[src/rv_pkg.sv]
package rv_pkg;

	localparam int XLEN      = 32;
	localparam int REG_AW    = 5;
	localparam int NUM_REGS  = 32;
	// 1 KiB of words on each memory bus
	localparam int MEM_WORDS = 256;

	localparam logic [XLEN-1:0] FOUR = 32'd4;

	typedef enum logic [6:0] {
		OP_R      = 7'b0110011,
		OP_ADDI   = 7'b0010011,
		OP_LUI    = 7'b0110111,
		OP_LOAD   = 7'b0000011,
		OP_STORE  = 7'b0100011,
		OP_BRANCH = 7'b1100011,
		OP_JAL    = 7'b1101111,
		OP_JALR   = 7'b1100111
	} opcode_e;

	typedef enum logic [2:0] {
		ALU_ADD = 3'd0,
		ALU_SUB = 3'd1,
		ALU_AND = 3'd2,
		ALU_OR  = 3'd3,
		ALU_SLT = 3'd4
	} alu_op_e;

	// alu operand a source
	typedef enum logic [1:0] {
		A_PC_BKP = 2'd0,
		A_REG    = 2'd1,
		A_PC     = 2'd2
	} alu_a_e;

	// alu operand b source
	typedef enum logic [1:0] {
		B_REG  = 2'd0,
		B_FOUR = 2'd1,
		B_IMM  = 2'd2
	} alu_b_e;

	// register file write data source
	typedef enum logic [1:0] {
		WB_ALU = 2'd0,
		WB_PC  = 2'd1,
		WB_MEM = 2'd2,
		WB_IMM = 2'd3
	} wb_src_e;

	typedef enum logic [2:0] {
		S_FETCH_A  = 3'd0,
		S_FETCH_B  = 3'd1,
		S_DECODE   = 3'd2,
		S_EXEC     = 3'd3,
		S_MEM      = 3'd4,
		S_MEM_WAIT = 3'd5,
		S_WB       = 3'd6
	} state_e;

	// control word, valid for the cycle of the current state
	typedef struct packed {
		logic    pc_write;
		logic    pc_write_cond;
		logic    pc_src;
		logic    ir_write;
		logic    pc_bkp_write;
		logic    reg_write;
		alu_op_e alu_op;
		alu_a_e  alu_a;
		alu_b_e  alu_b;
		wb_src_e wb_src;
		logic    dmem_re;
		logic    dmem_we;
	} ctrl_t;

endpackage

[src/rv_control.sv]
`timescale 1ns/1ps

module rv_control (
	input  logic                    clk,
	input  logic                    i_arst_n,
	input  logic [rv_pkg::XLEN-1:0] i_instr,
	output rv_pkg::ctrl_t           o_ctrl
);

	rv_pkg::state_e  state_q;
	rv_pkg::state_e  state_d;
	rv_pkg::ctrl_t   ctrl_d;
	rv_pkg::opcode_e opcode;
	rv_pkg::alu_op_e r_alu_op;
	logic            op_known;

	assign opcode = rv_pkg::opcode_e'(i_instr[6:0]);

	// r-type funct3/funct7 to alu operation
	always_comb begin
		case (i_instr[14:12])
			3'b000:  r_alu_op = i_instr[30] ? rv_pkg::ALU_SUB : rv_pkg::ALU_ADD;
			3'b111:  r_alu_op = rv_pkg::ALU_AND;
			3'b110:  r_alu_op = rv_pkg::ALU_OR;
			3'b010:  r_alu_op = rv_pkg::ALU_SLT;
			default: r_alu_op = rv_pkg::ALU_ADD;
		endcase
	end

	// only beq among the branches
	always_comb begin
		case (opcode)
			rv_pkg::OP_R, rv_pkg::OP_ADDI, rv_pkg::OP_LUI, rv_pkg::OP_LOAD,
			rv_pkg::OP_STORE, rv_pkg::OP_JAL, rv_pkg::OP_JALR: op_known = 1'b1;
			rv_pkg::OP_BRANCH: op_known = (i_instr[14:12] == 3'b000);
			default:           op_known = 1'b0;
		endcase
	end

	always_comb begin
		case (state_q)
			rv_pkg::S_FETCH_A: state_d = rv_pkg::S_FETCH_B;
			rv_pkg::S_FETCH_B: state_d = rv_pkg::S_DECODE;
			// unknown opcode goes straight back, nothing written
			rv_pkg::S_DECODE:  state_d = op_known ? rv_pkg::S_EXEC : rv_pkg::S_FETCH_A;
			rv_pkg::S_EXEC: begin
				case (opcode)
					rv_pkg::OP_R, rv_pkg::OP_ADDI:     state_d = rv_pkg::S_WB;
					rv_pkg::OP_LOAD, rv_pkg::OP_STORE: state_d = rv_pkg::S_MEM;
					default:                           state_d = rv_pkg::S_FETCH_A;
				endcase
			end
			rv_pkg::S_MEM: begin
				state_d = (opcode == rv_pkg::OP_LOAD) ? rv_pkg::S_MEM_WAIT : rv_pkg::S_FETCH_A;
			end
			rv_pkg::S_MEM_WAIT: state_d = rv_pkg::S_WB;
			default:            state_d = rv_pkg::S_FETCH_A;
		endcase
	end

	// control word for the state being entered
	always_comb begin
		ctrl_d        = '0;
		ctrl_d.alu_op = rv_pkg::ALU_ADD;
		ctrl_d.alu_a  = rv_pkg::A_REG;
		ctrl_d.alu_b  = rv_pkg::B_IMM;
		case (state_d)
			rv_pkg::S_FETCH_A: begin
				ctrl_d.pc_bkp_write = 1'b1;
				ctrl_d.alu_a        = rv_pkg::A_PC;
				ctrl_d.alu_b        = rv_pkg::B_FOUR;
			end
			rv_pkg::S_FETCH_B: begin
				ctrl_d.ir_write = 1'b1;
				ctrl_d.pc_write = 1'b1;
				ctrl_d.alu_a    = rv_pkg::A_PC;
				ctrl_d.alu_b    = rv_pkg::B_FOUR;
			end
			// branch and jal target into the alu output register
			rv_pkg::S_DECODE: begin
				ctrl_d.alu_a = rv_pkg::A_PC_BKP;
			end
			rv_pkg::S_EXEC: begin
				case (opcode)
					rv_pkg::OP_R: begin
						ctrl_d.alu_b  = rv_pkg::B_REG;
						ctrl_d.alu_op = r_alu_op;
					end
					rv_pkg::OP_LUI: begin
						ctrl_d.reg_write = 1'b1;
						ctrl_d.wb_src    = rv_pkg::WB_IMM;
					end
					rv_pkg::OP_BRANCH: begin
						ctrl_d.alu_b         = rv_pkg::B_REG;
						ctrl_d.alu_op        = rv_pkg::ALU_SUB;
						ctrl_d.pc_write_cond = 1'b1;
						ctrl_d.pc_src        = 1'b1;
					end
					rv_pkg::OP_JAL: begin
						ctrl_d.reg_write = 1'b1;
						ctrl_d.wb_src    = rv_pkg::WB_PC;
						ctrl_d.pc_write  = 1'b1;
						ctrl_d.pc_src    = 1'b1;
					end
					// target straight from the alu, link is pc+4
					rv_pkg::OP_JALR: begin
						ctrl_d.reg_write = 1'b1;
						ctrl_d.wb_src    = rv_pkg::WB_PC;
						ctrl_d.pc_write  = 1'b1;
					end
					default: begin
						ctrl_d.alu_a = rv_pkg::A_REG;
					end
				endcase
			end
			rv_pkg::S_MEM: begin
				ctrl_d.dmem_re = (opcode == rv_pkg::OP_LOAD);
				ctrl_d.dmem_we = (opcode == rv_pkg::OP_STORE);
			end
			rv_pkg::S_WB: begin
				ctrl_d.reg_write = 1'b1;
				ctrl_d.wb_src    = (opcode == rv_pkg::OP_LOAD) ? rv_pkg::WB_MEM : rv_pkg::WB_ALU;
			end
			default: begin
				ctrl_d.alu_a = rv_pkg::A_REG;
			end
		endcase
	end

	always_ff @(posedge clk or negedge i_arst_n) begin
		if (!i_arst_n) begin
			state_q <= rv_pkg::S_FETCH_A;
			o_ctrl  <= '0;
		end else begin
			state_q <= state_d;
			o_ctrl  <= ctrl_d;
		end
	end

	// a store never retires a register result
	we_excl_chk: assert property (@(posedge clk) disable iff (!i_arst_n)
		!(o_ctrl.dmem_we && o_ctrl.reg_write));

endmodule

[config.mk]
export PLATFORM = sky130hd
export DESIGN_NAME = rv_control
export DESIGN_NICKNAME = d
export VERILOG_FILES = /design/src/rv_pkg.sv /design/src/rv_control.sv
export SDC_FILE = /design/constraint.sdc
export NUM_CORES = 1
export LEC_CHECK = 0
export BUFFER_PORTS_ARGS = -buffer_cell sky130_fd_sc_hd__buf_2
export CAP_MARGIN = 20
export CORE_ASPECT_RATIO = 0.8
export CORE_MARGIN = 2
export CORE_UTILIZATION = 49
export CTS_BUF_LIST = sky130_fd_sc_hd__clkbuf_8
export CTS_CLUSTER_SIZE = 12
export DETAILED_ROUTE_END_ITERATION = 8
export PLACE_DENSITY_LB_ADDON = 0.2
export SLEW_MARGIN = 30
export SYNTH_ARGS = -nofsm -noshare
export SYNTH_HDL_FRONTEND = slang
export SYNTH_SLANG_ARGS = --single-unit
[constraint.sdc]
create_clock -name clk -period 3.5 [get_ports clk]
set_clock_uncertainty 0.2 [all_clocks]
set_input_delay 0.175 -clock clk [delete_from_list [all_inputs] [get_ports clk]]
set_output_delay 0.175 -clock clk [all_outputs]
set_load 0.03 [all_outputs]
Word-level counts from Yosys, hierarchy flattened
Index checks and enable logic that the tools add are counted.
{"block": "op_classes", "n_eq_ne": 21, "n_mux": 25, "n_reduce_logical": 11}
{"cell": "== test 7 x 6 -> 1 bit (second input constant)", "n": 3}
{"cell": "== test 7 bit (second input constant)", "n": 3}
{"cell": "== test 3 bit (second input constant)", "n": 6}
{"cell": "case mux 3 bit (6 select lines)", "n": 1}
{"cell": "case mux 2 bit (2 select lines)", "n": 4}
{"cell": "== test 3 x 2 -> 1 bit (second input constant)", "n": 5}
{"cell": "case mux 3 bit (2 select lines)", "n": 2}
{"cell": "case mux 3 bit (4 select lines)", "n": 1}
{"cell": "OR reduction 2 bit", "n": 6}
{"cell": "two-way mux 2 bit", "n": 5}
{"cell": "zero test 3 bit", "n": 3}
{"cell": "== test 7 x 2 -> 1 bit (second input constant)", "n": 1}
{"cell": "== test 7 x 5 -> 1 bit (second input constant)", "n": 1}
{"cell": "two-way mux 1 bit", "n": 7}
{"cell": "OR reduction 7 bit", "n": 1}
{"cell": "== test 3 x 1 -> 1 bit (second input constant)", "n": 2}
{"cell": "two-way mux 3 bit", "n": 2}
{"cell": "case mux 1 bit (2 select lines)", "n": 3}
{"cell": "OR reduction 3 bit", "n": 1}
{"block": "totals", "out_inout_bits": 17, "ff_bits": 20}

Logic depth before layout (Yosys ltp)
{"block": "logic_depth", "depth_word": 8, "mapped_depth": 5, "depth_no_buf": 4}

Least setup slack after synthesis
Ideal clock, no wire load.
{"block": "synth_path", "kind": "register -> register", "from": "register state_q[2]", "to": "register o_ctrl[8] (netlist bit)", "path_slack_ps": 1942, "required_time_ps": 3189, "arrival_ps": 1246, "setup_ps": 111, "path_stages_with_launch": 5, "cell_sequence": "dfrtp_1 > and4bb_2 > o211ai_2 > o21a_1 > a2111oi_2"}
{"item": "start, declared", "line_no": "rv_control.sv:10", "source": "rv_pkg::state_e state_q;"}
{"item": "start signal, assigned", "line_no": "rv_control.sv:132", "source": "state_q <= rv_pkg::S_FETCH_A;"}
{"item": "start signal, assigned", "line_no": "rv_control.sv:135", "source": "state_q <= state_d;"}
{"item": "end signal, assigned", "line_no": "rv_control.sv:136", "source": "o_ctrl <= ctrl_d;"}
{"item": "end, declared", "line_no": "rv_control.sv:7", "source": "output rv_pkg::ctrl_t o_ctrl"}

==> flow_summary_export.csv <==
group,metric,value,unit
finish,stdcell_area,0.00121,mm^2
routing,drt-vias-per-instance,5.42,
sta,finalSetupViolations,0,
yosys,yosysWarningCount,0,
clock_network,clkLatencyLatePin,0.26,ns
die,row_count,14,
setup_path,worst_path_largest_cell_delay,0.56,ns
placement,area_post_placement,0.00111,mm^2
sta,hold_viol,0,
finish,num_antenna_cells,0,
placement,dp_slack,1.79,ns
yosys,synth_cells,86,
clock_network,worst_case_clock_buffer_depth,2,
yosys,synth.net_count,120,
setup_path,most_repeated_library_cell_on_the_critical_path,"sky130_fd_sc_hd__dlygate4sd3_1",
yosys,synth_top_cell_area_share,0.499,
power_and_ir_drop,vdd_ir_drop_max,0.454,mV
grt,grt_start_max_net_pins,20,
yosys,synth_top_area_cell,"sky130_fd_sc_hd__dfrtp_1",
yosys,synth_flop_cell,"sky130_fd_sc_hd__dfrtp_1",
power_and_ir_drop,static-leakage-power,0.606,nW
placement,number_of_placed_instances_taps_included,137,
setup_path,crit_path_cell_trace,"dlygate4sd3_1 > buf_2 > and4bb_4 > and2_4 > nand4_1 > nor3_1 > dlygate4sd3_1",
clock_network,clock_sinks,19,
power_and_ir_drop,cellPowerDensity,580,mW/mm^2
min_path,holdCritPathClass,"input port to flip-flop",
sta,grt_setup_unrepaired,"no",
setup_path,timing.critical_path.arrival,2.18,ns
setup_path,worst_ep_required_time,3.51,ns
die,number_of_top_level_design_ports,51,
yosys,netlist_top_cells_count,"sky130_fd_sc_hd__dfrtp_1 (19), sky130_fd_sc_hd__inv_1 (5), sky130_fd_sc_hd__nand2_1 (5), sky130_fd_sc_hd__nor2_1 (5), sky130_fd_sc_hd__nor3_1 (5)",
yosys,synth.distinct_cells,37,
finish,final_non_filler_cells,147,
sta,final.min_clock_period,2.17,ns
die,core_region_area,0.00186,mm^2
yosys,ys_seq_elements,19,
finish,num-fill-cells,161,
grt,first_global_vias,730,
yosys,synth.top_cells.by_area,"sky130_fd_sc_hd__dfrtp_1 (50%), sky130_fd_sc_hd__nor2b_1 (2.6%), sky130_fd_sc_hd__nor3_1 (2.6%)",
sta,fin_hold_ws,0.0238,ns
die,chipHeight,43.4,um
grt,grt_overflow,0,
sta,final_worst_setup_slack,1.33,ns
sta,fmax,0.461,GHz
routing,drc_violations_left,0,
yosys,number_of_synthesized_flops_with_an_enable_pin,0,
routing,postRouteWirelength,2050,um
die,die_area,0.00231,mm^2
yosys,avgSynthCellArea,11.1,um^2
routing,routed_wire_per_std_cell,14.0,um
placement,place_congestion,0.817,
routing,dr.pass1.iters,4,
finish,area.growth.synth_to_final,27.6,%
die,floorplan.die.width,53.3,um
sta,timing_max_transition_violations_final,0,
clock_network,cts_setup_buffers,0,
sta,slew-limit-headroom,0.717,
setup_path,worst_setup_path_category,"input port to flip-flop",
placement,post-dp-hpwl,1450,um
die,start_util,0.513,
sta,setup-tns-final,0,ns
job,cap_violations,0,
yosys,synthMostInstantiatedCell,"sky130_fd_sc_hd__dfrtp_1",
setup_path,critical_path.endpoint_type,"flip-flop",
grt,grt_util_all_layers,0.204,
grt,wire_length_of_the_first_global_routing_pass,3370,um
finish,layout-drive-gt1-share,0.374,
outcome,outcome,"completed",
clock_network,root_buffer,"sky130_fd_sc_hd__clkbuf_8",
sta,final_min_period_over_clock_period,0.620,
setup_path,critPathMaxFanout,6,
clock_network,tritoncts.num_buffers,3,
clock_network,cts_tree,"yes",
setup_path,worst_path_max_delay_cell,"sky130_fd_sc_hd__dlygate4sd3_1",
yosys,seq_area_frac_synth,0.499,
yosys,post_syn_area,952,um^2
finish,finalNetCount,158,
clock_network,cts.reportedPaths.clkPinSlew,0.07,ns
sta,worstMarginPinSlew,0.425,ns
yosys,synthArstFlopShare,1.00,
routing,vias,797,
clock_network,h-tree-depth,1,
setup_path,critPathLaunchType,"input port",
placement,io_buffers,29,
routing,detailedRoute.firstIterationViolations,23,
routing,ant_nets,0,
grt,number_of_antenna_violations_at_the_first_check_in_global_routing,0,
[report_power, final]
| part | switching [W] | leakage (nW) | total [W] | internal, W |
|---|---|---|---|---|
| sequential | 0.0000294 | 0.252 | 0.000289 | 0.000259 |
| combinational | 0.000163 | 0.329 | 0.000260 | 0.0000975 |
| clock | 0.0000759 | 0.0255 | 0.000155 | 0.0000794 |
[sequential cells by signal (all words and copies together), names as in the netlist]
signal and cells:
state_q 3, o_ctrl 16
[path summary, 6_finish.rpt]
kind / start / to / slack, ns / depth (start not counted)
min in group asynchronous: i_arst_n / o_ctrl[8]$_DFF_PN0_ / 0.17 / 2
worst min-delay path: i_instr[1] / o_ctrl[14]$_DFF_PN0_ / 0.02 / 3
worst max-delay path: i_instr[0] / o_ctrl[10]$_DFF_PN0_ / 1.33 / 7
worst min register to register: state_q[2]$_DFF_PN0_ / o_ctrl[13]$_DFF_PN0_ / 0.43 / 1
worst max register to register: state_q[2]$_DFF_PN0_ / o_ctrl[10]$_DFF_PN0_ / 1.54 / 4
max in group asynchronous: i_arst_n / state_q[1]$_DFF_PN0_ / 2.63 / 2
[what timing repair did]
item / in CTS / in global routing
hold endpoints to repair: 23 / 0
hold buffers: 6 / 0
gates resized for setup: 0 / 0
[cells in the final DEF (no fill, tap or decap), types with 2 or more instances in the layout]
cell type / Yosys / routed
sky130_fd_sc_hd__clkbuf_8: 0 / 3
sky130_fd_sc_hd__nor3_1: 5 / 5
sky130_fd_sc_hd__a21oi_1: 2 / 2
sky130_fd_sc_hd__o211ai_2: 2 / 2
sky130_fd_sc_hd__nor2b_1: 4 / 4
sky130_fd_sc_hd__nand3_1: 4 / 4
sky130_fd_sc_hd__inv_1: 5 / 5
sky130_fd_sc_hd__nor2_1: 5 / 5
sky130_fd_sc_hd__dfrtp_1: 19 / 19
sky130_fd_sc_hd__a31oi_1: 2 / 2
sky130_fd_sc_hd__nor3b_2: 2 / 2
sky130_fd_sc_hd__and2b_1: 3 / 3
sky130_fd_sc_hd__nand2b_1: 2 / 2
sky130_fd_sc_hd__dlygate4sd3_1: 0 / 6
sky130_fd_sc_hd__o21ai_0: 2 / 2
sky130_fd_sc_hd__nand2_1: 5 / 5
sky130_fd_sc_hd__buf_2: 0 / 29
sky130_fd_sc_hd__o22ai_1: 2 / 2
[critical path: cells and delay by family]
kind	cells	cell delay [ns]
buf+inv	3	1.19
simple gates	4	0.80
[area by class of cell]
cell class                 count  area [um^2]  area share
inverter                       5         18.8      0.0154
timing repair buffer          35          205       0.169
multi-input combinational     60          439       0.361
clock buffer                   3         41.3      0.0340
clock inverter                 1         5.00     0.00412
tap                           24         30.0      0.0247
sequential                    19          475       0.391
[routing by layer]
layer / track usage / vias up / part of all wire
met3: 0.0621 / 2 / 0.068
met5: 0 / - / 0
met1: 0.271 / 381 / 0.44
li1: - / 383 / -
met4: 0.0615 / 0 / 0.0093
met2: 0.323 / 31 / 0.48
[through the flow]
stage	total power [W]	utilization
floorplan	0.000482	-
global placement	0.000543	0.597
detailed placement	0.000548	0.597
CTS	0.000710	0.654
global route	0.000741	0.654
finish	0.000704	0.654
[logic make-up (layout without fill, tap and decap cells)]
group,Yosys count,after routing,share of synthesized area
AND/OR/NAND/NOR,40,40,0.279
XOR/XNOR,1,1,0.00920
AO/OA/AOI/OAI,19,19,0.173
buffers and inverters,7,44,0.0394
flip-flops,19,19,0.499
Power figures use the tool's default switching activity.
